$ cat config.mk
export PLATFORM = sky130hd
export DESIGN_NAME = imem_arbiter
export DESIGN_NICKNAME = d
export VERILOG_FILES = /design/src/source/rv32i_types_pkg.sv /design/src/source/imem_bus_pkg.sv /design/src/source/imem_arbiter.sv
export SDC_FILE = /design/constraint.sdc
export NUM_CORES = 1
export LEC_CHECK = 0
export ABC_AREA = 1
export BUFFER_PORTS_ARGS = -buffer_cell sky130_fd_sc_hd__clkbuf_2
export CAP_MARGIN = 20
export CORE_AREA = 2 2 91 93
export DETAILED_ROUTE_END_ITERATION = 16
export DIE_AREA = 0 0 93 95
export PLACE_DENSITY = 0.49
export SLEW_MARGIN = 15
export SYNTH_ARGS = -nofsm -noshare
export SYNTH_HDL_FRONTEND = slang
export SYNTH_SLANG_ARGS = --single-unit
$ cat constraint.sdc
create_clock -name CLK -period 1.8 [get_ports CLK]
set_input_delay 0.18 -clock CLK [delete_from_list [all_inputs] [get_ports CLK]]
set_output_delay 0.18 -clock CLK [all_outputs]
set_load 0.01 [all_outputs]
$ cat src/source/rv32i_types_pkg.sv
////////////////////////////////////////////////////////////
// RV32I instruction-side types.
// Word and address widths shared by the fetch path,
// the predictor and the instruction memory, plus the
// default program counter after reset.
////////////////////////////////////////////////////////////

`default_nettype none

package rv32i_types_pkg;

  // Data or instruction word.
  typedef logic [31:0] word_t;

  // Byte address.
  typedef logic [31:0] addr_t;

  // Boot address of the core.
  // Word aligned, inside the default instruction memory.
  localparam addr_t RESET_PC = 32'h0000_0200;

endpackage

`default_nettype wire

$ cat src/source/imem_bus_pkg.sv
////////////////////////////////////////////////////////////
// Instruction memory bus types.
// Byte enable of the shared memory port and the owner
// encoding of the fetch/load arbiter.
////////////////////////////////////////////////////////////

`default_nettype none

package imem_bus_pkg;

  // One enable bit per byte lane, bit 0 is the low byte.
  typedef logic [3:0] byte_en_t;

  // Arbiter owner.
  // IDLE means no access is in progress.
  typedef enum logic [1:0] {
    IDLE,
    FETCH,
    LOAD
  } arb_owner_t;

endpackage

`default_nettype wire

$ cat src/source/imem_arbiter.sv
////////////////////////////////////////////////////////////
// Instruction memory arbiter.
// Shares one memory port between the fetch stage and the
// program-load port. Load wins a free port, a grant lasts
// until its access completes, and the losing peer sees busy.
////////////////////////////////////////////////////////////

`timescale 1ns/1ps
`default_nettype none

module imem_arbiter (
  input  wire                           CLK,
  input  wire                           nRST,
  // Fetch peer, always requesting a read.
  input  wire rv32i_types_pkg::addr_t   fetch_addr,
  output rv32i_types_pkg::word_t        fetch_rdata,
  output logic                          fetch_busy,
  // Load peer, full-word writes.
  input  wire                           load_en,
  input  wire rv32i_types_pkg::addr_t   load_addr,
  input  wire rv32i_types_pkg::word_t   load_data,
  output logic                          load_busy,
  // Memory side.
  output rv32i_types_pkg::addr_t        ram_addr,
  output logic                          ram_ren,
  output logic                          ram_wen,
  output imem_bus_pkg::byte_en_t        ram_byte_en,
  output rv32i_types_pkg::word_t        ram_wdata,
  input  wire rv32i_types_pkg::word_t   ram_rdata,
  input  wire                           ram_busy
);

  imem_bus_pkg::arb_owner_t owner;
  imem_bus_pkg::arb_owner_t grant;

  // Peer served this cycle.
  // A pending access keeps its owner, a free port goes to load first.
  always_comb begin
    if (owner != imem_bus_pkg::IDLE) begin
      grant = owner;
    end else if (load_en) begin
      grant = imem_bus_pkg::LOAD;
    end else begin
      grant = imem_bus_pkg::FETCH;
    end
  end

  // Owner FSM.
  // Released in the cycle the access completes.
  always_ff @(posedge CLK, negedge nRST) begin
    if (!nRST) begin
      owner <= imem_bus_pkg::IDLE;
    end else if (ram_busy) begin
      owner <= grant;
    end else begin
      owner <= imem_bus_pkg::IDLE;
    end
  end

  // Request path.
  always_comb begin
    if (grant == imem_bus_pkg::LOAD) begin
      ram_addr    = load_addr;
      ram_ren     = 1'b0;
      ram_wen     = load_en;
      ram_byte_en = 4'hF;
      ram_wdata   = load_data;
    end else begin
      ram_addr    = fetch_addr;
      ram_ren     = 1'b1;
      ram_wen     = 1'b0;
      ram_byte_en = 4'h0;
      ram_wdata   = '0;
    end
  end

  // Response path.
  // Peer without the grant is held off with busy.
  assign fetch_rdata = (grant == imem_bus_pkg::FETCH) ? ram_rdata : '0;
  assign fetch_busy  = (grant == imem_bus_pkg::FETCH) ? ram_busy : 1'b1;
  assign load_busy   = (grant == imem_bus_pkg::LOAD) ? ram_busy : 1'b1;

  // Load peer holds its write until the memory completes it.
  a_load_held: assert property (@(posedge CLK) disable iff (!nRST)
    (ram_busy && grant == imem_bus_pkg::LOAD) |=> load_en);

endmodule

`default_nettype wire

==> flow_metrics.py <==
metrics = {
    "place": {
        "placed_area_sq_um": 2440,
        "place.gp.congestion": 0.745,
        "port_buffers": 235,
        "dp_hpwl_mm": 5.42,
    },
    "setup_path": {
        "criticalPathCategory": "flip-flop to output port",
        "r2r_slack_ns": 0.66,
        "crit_fanout": 33,
        "cp-start-kind": "flip-flop",
        "end_kind": "output port",
        "critPathRequiredTime_ns": 1.62,
        "arrival_ns": 1.41,
    },
    "cts": {
        "cts_tree": "built",
        "numCtsBuffers": 3,
        "cts_buffer_depth": 2,
        "cts_num_sinks": 2,
        "htree_num_levels": 1,
        "clk_pin_slew_ns": 0.03,
        "cts_resized": 0,
        "clockRootBuffer": "clkbuf_8",
        "clk_latency_ns": 0.21,
    },
    "finish": {
        "drive_above_1_share": 0.515,
        "largest_register_ff_count": 2,
        "fin_area_sq_um": 2490,
        "nets": 625,
        "regMostFlops": "owner",
        "area_growth_pct": 116,
        "ff_latch_area_sq_um": 50.0,
        "num_antenna_cells": 0,
        "final_util": 0.314,
        "reg_top3": "owner x2",
        "multi_input_area_sq_um": 728,
        "fillers": 915,
    },
    "synth": {
        "syn_nets": 395,
        "ys_warn_count": 0,
        "synth-simple-area-share": 0.633,
        "synthCells": 263,
        "syn_avg_cell_area_sq_um": 4.37,
        "netlist.area_leader.share": 0.279,
        "synth_cell_types": 10,
        "synth.area.mux_share": 0,
        "synth_top_family_by_area": "simple AND/OR/NAND/NOR gates",
        "ys_seq_area_frac": 0.0435,
        "netlist_area_sq_um": 1150,
        "synth_xor_area_frac": 0,
        "synth.ff_latch_count": 2,
        "synth_compound_area_frac": 0,
        "synth_top_area_cell": "nand3_1",
        "ys_top_cells_by_area": "nand3_1, inv_1, nor2_1",
        "synth_fa_ha_area_frac": 0,
    },
    "grt": {
        "track_usage": 0.128,
        "grt_max_degree": 34,
        "antenna_found_initial": 0,
        "grtUsageMet3": 0.0247,
        "busiest_layer": "met2",
        "grt_pass1_vias": 2016,
        "grtUsageMet2": 0.249,
        "overflow": 0,
        "met1_usage": 0.136,
        "grt_pass1_wl_mm": 9.07,
    },
    "status": {
        "outcome": "complete, no violations",
    },
    "timing": {
        "period_share": 0.885,
        "worstMarginPinSlew_ns": 0.267,
        "setup_viol": 0,
        "tns_ns": 0,
        "slew_violations": 0,
        "fin_skew_ns": 0.00229,
        "rsz0062_at_grt": "no",
        "finalHoldViolations": 0,
        "fin_crit_ns": 1.59,
        "holdWs_ns": 0.243,
        "relSlewSlack": 0.822,
        "max_freq_mhz": 628,
    },
    "power_and_ir_drop": {
        "p_sw_uw": 497,
        "peakVddDrop_mv": 0.257,
        "pwr-share-seq": 0.048,
        "switching_share": 0.473,
        "p_leak_uw": 0.00189,
        "internal_power_uw": 555,
        "power_frac_comb": 0.786,
        "clkPwrFrac": 0.166,
        "powerDensity_nw_per_um2": 423,
    },
    "drt": {
        "wl_per_cell_um": 10.4,
        "totalWireLength_mm": 6.22,
        "dr.pass1.iters": 4,
        "drc": 0,
        "dr_total_vias": 2342,
        "via_per_inst": 3.93,
        "drt.antenna.violating_nets": 0,
        "first_iter_violations": 51,
    },
    "job": {
        "cap_viol_max_count": 0,
    },
    "worst_hold_path": {
        "hold_class": "primary input to flip-flop",
    },
    "floorplan": {
        "die_area_sq_um": 8840,
        "floorplan.rows": 33,
        "core_sq_um": 7930,
        "ioPinCount": 236,
        "die_x_um": 93,
        "initial_core_util": 0.145,
        "die_h_um": 95,
    },
}
==> synth_stat cells <==
library cell  number
inv_1             69
nor2_1            66
nand3_1           64
nand2_1           36
buf_2             15
nand2_2            4
buf_4              3
clkbuf_1           3
dfrtp_1            2
inv_2              1
==> path summary, 6_finish.rpt <==
kind / end / depth (start not counted) / startpoint
worst max-delay path: ram_wdata[30] / 6 / owner[0]
worst min-delay path: owner[1] / 3 / ram_busy
worst max register to register: owner[0] / 5 / owner[0]
worst min register to register: owner[1] / 4 / owner[1]
max in group asynchronous: owner[1] / 2 / nRST
min in group asynchronous: owner[0] / 2 / nRST
==> power groups by stage <==
stage	Clock [uW]	Sequential, uW	Combinational [uW]
after detailed placement	0	50.9	839
after global placement	0	51.0	836
after global routing	186	51.1	928
after CTS	182	50.4	844
after floorplan	0	50.8	426
final	175	50.5	827
==> metrics by stage <==
stage | setup slack (ns) | total power [uW] | std cells
global route | 0.0899 | 1170 | 596
finish | 0.207 | 1050 | 596
CTS | 0.193 | 1080 | 596
floorplan | 0.670 | 477 | 263
detailed placement | 0.422 | 890 | 592
global placement | 0.456 | 887 | 592
==> area by class of cell <==
type	instances	area share
Timing Repair Buffer	246	0.512
Tap cell	105	0.0528
Clock buffer	3	0.0166
Multi-Input combinational cell	170	0.293
Sequential cell	2	0.0201
Inverter	70	0.106
==> kinds of logic after synthesis <==
family                 after synthesis
flip-flops                           2
AND/OR/NAND/NOR                    170
buffers and inverters               91
==> cell usage in the layout (no fill, tap or decap), drive strengths merged <==
| cell | n |
|---|---|
| clkbuf | 238 |
| inv | 70 |
| nor2 | 66 |
| nand3 | 64 |
| nand2 | 40 |
| buf | 10 |
| dfrtp | 2 |
| dlygate4sd3 | 1 |
==> what timing repair did <==
action / 4_1_cts / 5_1_grt
endpoints found under the hold margin: 2 / 0
hold buffers: 1 / 0
endpoints found under the setup margin: 0 / 0
setup buffers: 0 / 0
==> per-layer routing <==
layer / up-vias / wire length, um
met1: 990 / 2230
li1: 1219 / -
met2: 131 / 3310
met5: - / 0
met4: 0 / 59
met3: 2 / 626
==> critical path, stage by stage (launching register included) <==
cell and delay (ns):
dfrtp_1 0.36, inv_2 0.08, buf_4 0.22, nand2_2 0.09
buf_12 0.18, nor2_1 0.12, clkbuf_2 0.15
Power figures use the tool's default switching activity.
