===== src/source/rv32i_types_pkg.sv =====
////////////////////////////////////////////////////////////
// RV32I instruction-side types.
// Word and address widths shared by the fetch path,
// the predictor and the instruction memory, plus the
// default program counter after reset.
////////////////////////////////////////////////////////////

`default_nettype none

package rv32i_types_pkg;

  // Data or instruction word.
  typedef logic [31:0] word_t;

  // Byte address.
  typedef logic [31:0] addr_t;

  // Boot address of the core.
  // Word aligned, inside the default instruction memory.
  localparam addr_t RESET_PC = 32'h0000_0200;

endpackage

`default_nettype wire


===== src/source/fetch_stage.sv =====
////////////////////////////////////////////////////////////
// Fetch stage of the two-stage pipeline.
// Holds the PC, picks the next PC from the privileged,
// branch, predicted and sequential sources, byte-swaps the
// fetched word and registers the fetch/execute record.
////////////////////////////////////////////////////////////

`timescale 1ns/1ps
`default_nettype none

module fetch_stage #(
  parameter rv32i_types_pkg::addr_t RESET_PC = 32'h0000_0200
) (
  input  wire                           CLK,
  input  wire                           nRST,
  // Instruction memory.
  output rv32i_types_pkg::addr_t        imem_addr,
  input  wire rv32i_types_pkg::word_t   imem_rdata,
  input  wire                           imem_busy,
  // Predictor.
  output rv32i_types_pkg::addr_t        current_pc,
  input  wire                           predict_taken,
  input  wire rv32i_types_pkg::addr_t   target_addr,
  // Redirects.
  input  wire rv32i_types_pkg::addr_t   brj_addr,
  input  wire                           npc_sel,
  input  wire rv32i_types_pkg::addr_t   priv_pc,
  input  wire                           insert_priv_pc,
  // Hazard controls.
  input  wire                           if_ex_stall,
  input  wire                           if_ex_flush,
  // Fetch/execute record.
  output logic                          fe_token,
  output rv32i_types_pkg::addr_t        fe_pc,
  output rv32i_types_pkg::addr_t        fe_pc4,
  output rv32i_types_pkg::word_t        fe_instr,
  output logic                          fe_prediction,
  // Fault.
  output logic                          mal_insn,
  output rv32i_types_pkg::addr_t        badaddr
);

  rv32i_types_pkg::addr_t pc;
  rv32i_types_pkg::addr_t pc4;
  rv32i_types_pkg::addr_t npc;
  rv32i_types_pkg::word_t instr;
  logic                   fetch_done;
  logic                   pc_en;

  assign pc4        = pc + 32'd4;
  assign imem_addr  = pc;
  assign current_pc = pc;

  // Access completes on busy low.
  assign fetch_done = !imem_busy;

  // Redirects move the PC at once, otherwise wait for the word.
  assign pc_en = insert_priv_pc || npc_sel || (fetch_done && !if_ex_stall);

  // Next PC, highest priority first.
  assign npc = insert_priv_pc ? priv_pc :
               npc_sel        ? brj_addr :
               predict_taken  ? target_addr : pc4;

  // Memory word is big endian relative to the core.
  assign instr = {imem_rdata[7:0], imem_rdata[15:8],
                  imem_rdata[23:16], imem_rdata[31:24]};

  // Program counter.
  always_ff @(posedge CLK, negedge nRST) begin
    if (!nRST) begin
      pc <= RESET_PC;
    end else if (pc_en) begin
      pc <= npc;
    end
  end

  // Fetch/execute register.
  // Flush beats stall. An unstalled cycle without a word inserts a bubble.
  always_ff @(posedge CLK, negedge nRST) begin
    if (!nRST) begin
      fe_token      <= 1'b0;
      fe_pc         <= RESET_PC;
      fe_pc4        <= '0;
      fe_instr      <= '0;
      fe_prediction <= 1'b0;
    end else if (if_ex_flush) begin
      fe_token      <= 1'b0;
      fe_pc         <= '0;
      fe_pc4        <= '0;
      fe_instr      <= '0;
      fe_prediction <= 1'b0;
    end else if (!if_ex_stall) begin
      if (fetch_done) begin
        fe_token      <= 1'b1;
        fe_pc         <= pc;
        fe_pc4        <= pc4;
        fe_instr      <= instr;
        fe_prediction <= predict_taken;
      end else begin
        fe_token <= 1'b0;
      end
    end
  end

  // Misaligned fetch address.
  assign mal_insn = (pc[1:0] != 2'b00);
  assign badaddr  = pc;

  // Flush only drops the wrong-path record behind a redirect.
  a_flush_with_redirect: assert property (@(posedge CLK) disable iff (!nRST)
    if_ex_flush |-> (npc_sel || insert_priv_pc));

endmodule

`default_nettype wire


===== config.mk =====
export PLATFORM = sky130hd
export DESIGN_NAME = fetch_stage
export DESIGN_NICKNAME = d
export VERILOG_FILES = /design/src/source/rv32i_types_pkg.sv /design/src/source/fetch_stage.sv
export SDC_FILE = /design/constraint.sdc
export NUM_CORES = 1
export LEC_CHECK = 0
export ABC_AREA = 1
export ABC_CLOCK_PERIOD_IN_PS = 1600
export BUFFER_PORTS_ARGS = -buffer_cell sky130_fd_sc_hd__buf_2
export CAP_MARGIN = 10
export CORE_MARGIN = 8
export CORE_UTILIZATION = 40
export DETAILED_ROUTE_END_ITERATION = 12
export GPL_TIMING_DRIVEN = 0
export PLACE_DENSITY = 0.76
export SLEW_MARGIN = 20
export SYNTH_ARGS = -nofsm -noshare
export SYNTH_HDL_FRONTEND = slang
export SYNTH_SLANG_ARGS = --single-unit

===== constraint.sdc =====
create_clock -name CLK -period 1.6 [get_ports CLK]
set_input_delay 0.16 -clock CLK [delete_from_list [all_inputs] [get_ports CLK]]
set_output_delay 0.16 -clock CLK [all_outputs]
set_load 0.05 [all_outputs]

==> flow_metrics.tcl <==
set metrics [dict create \
    rsz0062_at_grt "yes" \
    grt_pass1_wl_mm 45.3 \
    finalSetupViolCount 25 \
    vias_per_cell 5.11 \
    wire_per_inst_microns 19.2 \
    power.leakage_nw 5.86 \
    synth_area_sq_mm 0.00712 \
    worstSetupPathType "register to register" \
    seq_area_frac_synth 0.450 \
    synth.area.mux_share 0 \
    drive_gt1_frac 0.425 \
    fin_crit_ps 1740 \
    place_ws_ps -363 \
    synth-simple-area-share 0.322 \
    ir_worst_vdd_mv 0.824 \
    synth_cell_types 35 \
    synth-edff-count 0 \
    rows 48 \
    syn-mean-instance-area_sq_um 7.59 \
    ys_seq_elements 128 \
    hpwlAfterDp_mm 22.8 \
    grt_usage 0.265 \
    routed_wirelength_mm 30.7 \
    num-fill-cells 1495 \
    ios 331 \
    antenna_found_initial 0 \
    worstMarginPinSlew_ps 735 \
    grt_start_max_net_pins 81 \
    clkSinkCount 128 \
    p_per_area_mw_per_mm2 1100 \
    maxCapViolCount 0 \
    grt_pass1_vias 7994 \
    initial_core_util 0.410 \
    synth_common_cells "nand2_1 (312), dfrtp_1 (126), nand3_1 (121), nor2_1 (80), buf_4 (67)" \
    die-area_sq_mm 0.0223 \
    clk_latency_ps 420 \
    syn2layout_area_growth_pct 51.6 \
    fmax_mhz 574 \
    report.final.slew_viol_count 0 \
    syn-num-nets 1075 \
    period_share 1.09 \
    violations "setup timing" \
    die_y_microns 149 \
    ant_nets 0 \
    clk_pin_slew_ps 60 \
    die_w_microns 149 \
    path_max_fanout 5 \
    async_reset_ff_frac 1.00 \
    coreArea_sq_mm 0.0174 \
    firstDrtPassIters 5 \
    max_slew_margin 0.510 \
    synth.largest_area_cell "dfrtp_1" \
    required_ps 1960 \
    cp-start-kind "register" \
    gp_congestion 0.924 \
    h-tree-depth 4 \
    vias 8173 \
    nets 1496 \
    cts_tree "built" \
    yosysTopAreaCellShare 0.443 \
    postSynthCellCount 938 \
    synth_adder_area_share 0.00176 \
    cp.arrival_ps 2100 \
    ys_top_cells_by_area "dfrtp_1 (44%), nand2_1 (16%), nand3_1 (8.5%)" \
    cp-end-kind "register" \
    drcViolationCount 0 \
    synth.most_common_cell "nand2_1" \
    status "complete, but fails checks" \
    setup_ws_ps -141 \
    io_buffers 329 \
    synth_top_family_by_area "simple AND/OR/NAND/NOR gates" \
    whs_ps 30.5 \
    grt_remaining_overflow 0 \
    ys_warn_count 0 \
    synth_xor_area_frac 0.0193 \
    synth-compound-area-share 0.0830 \
    final_hold_viol_count 0 \
    cts_root_buf "clkbuf_16" \
    fin_skew_ps 16.0 \
    synth_ff_type "dfrtp_1" \
    cts_made_buffers 17 \
    drt_iter0_drc 691 \
    hp-class "input pin to register" \
    cts_max_path_buffers 2 \
]
==> cells in the final DEF, fill, tap and decap left out, types with 5 or more instances in the layout <==
master / Yosys / layout
a21oi_1: 12 / 12
a221oi_1: 21 / 21
buf_1: 5 / 5
buf_2: 7 / 326
buf_4: 67 / 96
buf_6: 1 / 9
clkbuf_1: 34 / 34
clkbuf_16: 0 / 17
dfrtp_1: 126 / 102
dfrtp_2: 0 / 23
dlygate4sd3_1: 0 / 38
inv_1: 38 / 38
nand2_1: 312 / 279
nand2_2: 7 / 35
nand2_4: 1 / 6
nand3_1: 121 / 117
nor2_1: 80 / 70
nor2_2: 10 / 9
nor2_4: 4 / 15
o211ai_1: 7 / 7
o21ai_0: 52 / 49
xor2_1: 11 / 5
xor2_2: 2 / 6
==> metal layers <==
layer	vias up	global-route usage	share of wire
met5	-	0	0
met4	0	0.115	0.031
met3	71	0.0658	0.087
met2	423	0.449	0.50
met1	3860	0.314	0.39
li1	3819	-	-
==> final timing paths <==
check / from / end / slack [ps] / cells past startpoint
min: target_addr[0] / badaddr[0]$_DFFE_PN0P_ / 30 / 3
min reg2reg: fe_pc4[23]$_DFFE_PN0P_ / fe_pc4[23]$_DFFE_PN0P_ / 500 / 2
min in group asynchronous: nRST / fe_pc4[8]$_DFFE_PN0P_ / 210 / 2
max reg2reg: badaddr[9]$_DFFE_PN1P_ / fe_pc4[17]$_DFFE_PN0P_ / -140 / 9
max: badaddr[9]$_DFFE_PN1P_ / fe_pc4[17]$_DFFE_PN0P_ / -140 / 9
max in group asynchronous: nRST / badaddr[16]$_DFFE_PN0P_ / 600 / 3
==> layout make-up <==
cell class                 count  area, sq um  area share
multi-input combinational    651         3330       0.308
sequential                   128         3240       0.300
timing repair buffer         402         2440       0.226
buffer                       116          723      0.0670
clock buffer                  20          457      0.0423
tap                          225          282      0.0261
inverter                      43          163      0.0151
clock inverter                12          160      0.0148
antenna                        2         5.00    0.000464
==> repair_timing <==
item | CTS | global route
hold buffers | 38 | 0
resized for setup | 33 | 62
hold endpoints to repair | 85 | 0
setup endpoints to repair | 38 | 81
setup buffers | 19 | 15
pin swaps | 14 | 19
==> logic make-up after synthesis <==
logic type	after synthesis
and+or+nand+nor	540
buffers and inverters	159
DFF	128
AOI/OAI and AO/OA	96
xor gates and xnor gates	14
adders and majority gates	1
==> sequential cells by signal, summed over array words and instances, names as in the netlist <==
name / count
fe_pc: 32
fe_token: 1
fe_instr: 32
badaddr: 32
fe_pc4: 30
fe_prediction: 1
==> metrics by stage <==
| step | power [mW] | cell area, sq um | cells | util | TNS, ps |
|---|---|---|---|---|---|
| final | 11.9 | 10800 | 1599 | 0.622 | -1620 |
| after detailed placement | 7.49 | 9150 | 1493 | 0.527 | -17580 |
| after floorplan | 6.38 | 7190 | 938 | - | -225 |
| after CTS | 11.8 | 10500 | 1582 | 0.603 | -1120 |
| after global routing | 12.3 | 10800 | 1597 | 0.622 | -4240 |
| after global placement | 7.44 | 9110 | 1492 | 0.525 | -192760 |
==> where the power goes <==
group	total, mW	internal (mW)	switching, mW
combinational	4.04	1.22	2.82
sequential	3.80	3.49	0.305
clock	4.06	2.54	1.51
==> critical path, stage by stage (launching register included) <==
cell and delay [ps]:
dfstp_4 660, nand2_4 80, nor2_4 140, nand2_2 80
nor2_4 200, buf_6 130, xor2_2 140, buf_4 130
nand2_1 40, nand2_1 70
Power figures use the tool's default switching activity.
