$ cat config.mk
export PLATFORM = sky130hd
export DESIGN_NAME = branch_target_buffer
export DESIGN_NICKNAME = d
export VERILOG_FILES = /design/src/source/rv32i_types_pkg.sv /design/src/source/branch_target_buffer.sv
export SDC_FILE = /design/constraint.sdc
export NUM_CORES = 1
export LEC_CHECK = 0
export BUFFER_PORTS_ARGS = -buffer_cell sky130_fd_sc_hd__buf_2
export CAP_MARGIN = 20
export CORE_MARGIN = 2
export CORE_UTILIZATION = 55
export CTS_CLUSTER_DIAMETER = 30
export DETAILED_ROUTE_END_ITERATION = 8
export MAX_ROUTING_LAYER = met4
export PLACE_DENSITY = 0.76
export SETUP_SLACK_MARGIN = 0.4
export SLEW_MARGIN = 0
export SYNTH_ARGS = -nofsm -noshare
export SYNTH_HDL_FRONTEND = slang
export SYNTH_SLANG_ARGS = --single-unit
$ cat constraint.sdc
create_clock -name CLK -period 4.22 [get_ports CLK]
set_input_delay 0.633 -clock CLK [delete_from_list [all_inputs] [get_ports CLK]]
set_output_delay 0.633 -clock CLK [all_outputs]
set_load 0.1 [all_outputs]
$ cat src/source/rv32i_types_pkg.sv
////////////////////////////////////////////////////////////
// RV32I instruction-side types.
// Word and address widths shared by the fetch path,
// the predictor and the instruction memory, plus the
// default program counter after reset.
////////////////////////////////////////////////////////////

`default_nettype none

package rv32i_types_pkg;

  // Data or instruction word.
  typedef logic [31:0] word_t;

  // Byte address.
  typedef logic [31:0] addr_t;

  // Boot address of the core.
  // Word aligned, inside the default instruction memory.
  localparam addr_t RESET_PC = 32'h0000_0200;

endpackage

`default_nettype wire

$ cat src/source/branch_target_buffer.sv
////////////////////////////////////////////////////////////
// Branch target buffer.
// Direct mapped, one 2-bit saturating counter per entry.
// Lookup is combinational from the fetch PC, updates from
// the execute stage are written at the clock edge.
////////////////////////////////////////////////////////////

`timescale 1ns/1ps
`default_nettype none

module branch_target_buffer #(
  parameter int BTB_ENTRIES = 16
) (
  input  wire                           CLK,
  input  wire                           nRST,
  input  wire rv32i_types_pkg::addr_t   current_pc,
  output logic                          predict_taken,
  output rv32i_types_pkg::addr_t        target_addr,
  input  wire                           update_en,
  input  wire rv32i_types_pkg::addr_t   update_pc,
  input  wire                           update_taken,
  input  wire rv32i_types_pkg::addr_t   update_target
);

  localparam int IDX_W = $clog2(BTB_ENTRIES);
  localparam int TAG_W = 30 - IDX_W;

  logic [BTB_ENTRIES-1:0]  valid;
  logic [TAG_W-1:0]        tag_mem    [BTB_ENTRIES];
  rv32i_types_pkg::addr_t  target_mem [BTB_ENTRIES];
  logic [1:0]              cnt_mem    [BTB_ENTRIES];

  logic [IDX_W-1:0] rd_idx;
  logic [TAG_W-1:0] rd_tag;
  logic             rd_hit;
  logic [IDX_W-1:0] up_idx;
  logic [TAG_W-1:0] up_tag;
  logic             up_hit;
  logic [1:0]       cnt_next;

  // Lookup.
  // Index above the byte offset, tag is the rest.
  assign rd_idx = current_pc[IDX_W+1:2];
  assign rd_tag = current_pc[31:IDX_W+2];
  assign rd_hit = valid[rd_idx] && (tag_mem[rd_idx] == rd_tag);

  // Weakly or strongly taken predicts taken.
  assign predict_taken = rd_hit && cnt_mem[rd_idx][1];
  assign target_addr   = target_mem[rd_idx];

  // Update entry.
  assign up_idx = update_pc[IDX_W+1:2];
  assign up_tag = update_pc[31:IDX_W+2];
  assign up_hit = valid[up_idx] && (tag_mem[up_idx] == up_tag);

  // New counter value.
  // Fresh entries start weakly taken or weakly not taken.
  always_comb begin
    if (!up_hit) begin
      cnt_next = update_taken ? 2'd2 : 2'd1;
    end else if (update_taken) begin
      cnt_next = (cnt_mem[up_idx] == 2'd3) ? 2'd3 : cnt_mem[up_idx] + 2'd1;
    end else begin
      cnt_next = (cnt_mem[up_idx] == 2'd0) ? 2'd0 : cnt_mem[up_idx] - 2'd1;
    end
  end

  // Valid bits.
  always_ff @(posedge CLK, negedge nRST) begin
    if (!nRST) begin
      valid <= '0;
    end else if (update_en) begin
      valid[up_idx] <= 1'b1;
    end
  end

  // Tag, target and counter storage.
  // A miss replaces the entry, a taken hit refreshes the target.
  always_ff @(posedge CLK) begin
    if (update_en) begin
      cnt_mem[up_idx] <= cnt_next;
      if (!up_hit) begin
        tag_mem[up_idx] <= up_tag;
      end
      if (!up_hit || update_taken) begin
        target_mem[up_idx] <= update_target;
      end
    end
  end

endmodule

`default_nettype wire

==> summary by stage <==
Clocking
The clock tree from TritonCTS is done. The clock passes through at most 3 buffers. The tree built by TritonCTS fans out to 976 sinks. The buffers inserted during post-CTS setup optimization is 0. The clock slew at the register clock pins of the worst setup and hold paths is 0.06 ns.

The source-to-sink clock delay at the later pin of the worst-skew pair is 0.75 ns. The total CTS buffers is 165. The root buffer cell is sky130_fd_sc_hd__clkbuf_16. CTS built an H-tree with a depth of 4.

Logic synthesis
The async set or reset register ratio after synthesis is 1.64%. The mean cell area of the mapped netlist is 22.0 sq um. After synthesis, the most frequently instantiated cells are sky130_fd_sc_hd__edfxtp_1 (960), sky130_fd_sc_hd__mux4_2 (389), sky130_fd_sc_hd__mux2i_1 (68). The number of warnings issued by yosys is 0. Sorting the synthesized cells by area gives the leading types as sky130_fd_sc_hd__edfxtp_1 (69%), sky130_fd_sc_hd__mux4_2 (21%), sky130_fd_sc_hd__mux2i_1 (1.6%), sky130_fd_sc_hd__dfrtp_1 (0.96%), sky130_fd_sc_hd__xor2_1 (0.59%). The synthesized design contains 976 register bits. Synthesis handed over a netlist of 1896 instances.

The sequential share of the synthesized area is 70.2%. After synthesis the cells add up to 41600 sq um. In the post-synthesis netlist, the cell with the most instances is sky130_fd_sc_hd__edfxtp_1. The most instantiated flip-flop cell in the synthesis netlist is sky130_fd_sc_hd__edfxtp_1. Summed over all instances, the cell type with the most area after synthesis is sky130_fd_sc_hd__edfxtp_1. The number of different library cells used by synthesis comes to 71. The proportion of netlist area held by the largest area contributor is 69.3%. Yosys mapped a number of flops with a built-in enable equal to 960.

The net count after synthesis is 1996.

Floorplan
For this configuration, the core starts out at a cell density of 55.7%. The die covers 77900 sq um. The I/O pin count is 133. In this run the core area contains 100 standard-cell rows. The core area is 74700 sq um.

The y dimension of the die is 279 um. The die is 279 um wide.

Final layout
The net count of the finished layout is 2390. The final core area utilization is 69.2%. In the final layout, the share of cells above drive strength 1 is 43.6%. Relative to the synthesized area, the layout overhead comes to 24.1%.

Critical path
The setup path with the least slack is of type flop to primary output. The biggest fanout along the worst timing path is 2. STA classifies the critical path endpoint as a primary output.

At the worst endpoint, the required time is 3.59 ns. STA puts the critical path data arrival time at 3.77 ns. The type of element launching the critical path is a flop.

Placed design
Once detailed placement completed, the half-perimeter wirelength came to 65100 um. Prior to clock tree synthesis, the placed netlist has a worst setup slack of -0.289 ns. During placement, the flow inserted port buffers numbering 128. The congestion estimate from routability-driven global placement came to 0.924.

Drt
Once detail routing completed, the nets flagged for antenna violations numbered 0. In the final routed layout, each cell accounts on average for 33.5 um. The violation count after the first detailed-route iteration is 2700.

The average via count per standard cell is 6.71. The total vias in the final route is 22900. The first TritonRoute pass finished after 5 iterations. The routed design has 114000 um of wire. The DRC violation count after routing is 0.

Global route
The number of global-route vias before repair was 23900. The global-route wire length before repair is 162000 um. The number of antenna violations at the first check in global routing is 10. Global routing consumed, over all layers together, 30.0% of the routing resources. The remaining global-route overflow is 0. Entering global routing, the biggest net connects 57 pins.

Timing
For this run, the top clock speed supported by timing is 0.227 GHz. Setup total negative slack on the finished layout was measured at -0.183 ns. Setup repair after global routing could not meet its margin everywhere. Setup violations remaining at the end of the flow were counted as 1. For the pin with the worst max-slew slack, the measured transition is 0.668 ns.

For the finished layout, the period the worst path requires is 4.40 ns. The number of pins with negative max-slew slack in the final report is 0. The setup skew after layout is 0.0553 ns. The headroom to the max-slew limit is 55.5%. Dividing the final minimum period by the clock period gives 104%.

The setup slack of the critical path after layout is -0.183 ns. The count of endpoints failing hold in the final timing report is 0.

Pwr
The leakage power is 17.3 nW. The worst voltage drop across the vdd grid is 480 uV. Dividing total power by cell area gives a power density of 508 nW/um^2.

Run status
The checks that failed: negative setup slack. The flow ran to the end, but the final reports show violations.

Worst hold path
The worst min-delay path class is input port to flop.

Flow run
Max-cap violations in this run came to 0.
==> per-stage QoR <==
stage | total power, mW | hold WS [ns] | cell area (sq um) | cells
6_report | 26.2 | 0.263 | 51700 | 3411
5_1_grt | 26.9 | 0.252 | 51700 | 3409
4_1_cts | 26.3 | 0.224 | 51500 | 3397
3_5_place_dp | 13.1 | 0.479 | 45800 | 3086
3_3_place_gp | 13.1 | 0.473 | 45800 | 3086
2_1_floorplan | 12.4 | 0.337 | 41900 | 1896
==> path summary, 6_finish.rpt <==
check                                       from           endpoint  slack [ns]  depth (start not counted)
worst min register to register          valid[4]           valid[4]        0.50                          1
min in group asynchronous                   nRST           valid[4]        0.42                          2
worst max-delay path             tag_mem[15][15]      predict_taken       -0.18                         10
max in group asynchronous                   nRST           valid[0]        3.49                          2
worst min-delay path            update_target[5]  target_mem[13][5]        0.26                          1
worst max register to register    tag_mem[7][17]     tag_mem[1][11]        0.48                         11
==> logic make-up (layout without fill, tap and decap cells) <==
kind of cell	Yosys count	in the layout	share of synthesized area, %
AO/OA/AOI/OAI	105	105	1.98
buffers and inverters	134	669	1.67
flip-flops	976	976	70.2
AND/OR/NAND/NOR	160	160	2.03
other	0	11	0
multiplexers	469	469	23.0
XOR/XNOR	52	52	1.09
==> cell type report <==
type                            count  area, sq um
Sequential cell                   976        29200
Tap cell                          969         1210
Clock buffer                      185         4250
Clock inverter                    123         1330
Inverter                           19         71.3
Multi-Input combinational cell    786        12000
Antenna cell                       11         27.5
Fill cell                        4326        23000
Timing Repair Buffer              342         3520
==> timing repair <==
item | in CTS | in global routing
setup endpoints to repair | 50 | 302
pin swaps | 2 | 0
hold buffers | 1 | 0
gates resized for setup | 11 | 4
cloned | 2 | 3
hold endpoints to repair | 16 | 0
==> power breakdown <==
part / switching, mW / internal [mW] / total (mW)
registers: 0.100 / 10.9 / 11.0
clock network: 4.96 / 8.25 / 13.2
logic: 1.22 / 0.828 / 2.05
total: 6.28 / 20.0 / 26.2
==> layout by cell type (no fill, tap or decap), types with 23 or more instances in the layout <==
cell type	n
sky130_fd_sc_hd__edfxtp_1	960
sky130_fd_sc_hd__mux4_2	389
sky130_fd_sc_hd__clkbuf_16	168
sky130_fd_sc_hd__buf_4	122
sky130_fd_sc_hd__buf_2	120
sky130_fd_sc_hd__buf_12	87
sky130_fd_sc_hd__mux2i_1	68
sky130_fd_sc_hd__nand2_1	34
sky130_fd_sc_hd__xor2_1	27
sky130_fd_sc_hd__clkinv_1	27
sky130_fd_sc_hd__clkinv_2	27
sky130_fd_sc_hd__xnor2_1	24
sky130_fd_sc_hd__nand3_1	23
==> critical path, stage by stage, from the launching register on <==
cell and delay (ns):
sky130_fd_sc_hd__edfxtp_1 0.41, sky130_fd_sc_hd__mux4_2 0.53, sky130_fd_sc_hd__mux4_2 0.54, sky130_fd_sc_hd__xor2_2 0.20
sky130_fd_sc_hd__nor4_4 0.33, sky130_fd_sc_hd__buf_4 0.16, sky130_fd_sc_hd__nand4_1 0.12, sky130_fd_sc_hd__buf_6 0.18
sky130_fd_sc_hd__nor4_4 0.22, sky130_fd_sc_hd__buf_4 0.18, sky130_fd_sc_hd__buf_12 0.16
==> flip-flops by register name (all words and copies together) (netlist names) <==
| signal | count |
|---|---|
| tag_mem | 416 |
| target_mem | 512 |
| valid | 16 |
| cnt_mem | 32 |
==> layer usage <==
layer / wire length, um / track usage, %
met5: 0 / -
met4: 4250 / 11.4
met3: 10900 / 6.69
met2: 59400 / 49.5
met1: 39900 / 36.5
(Power assumes the default switching activity.)
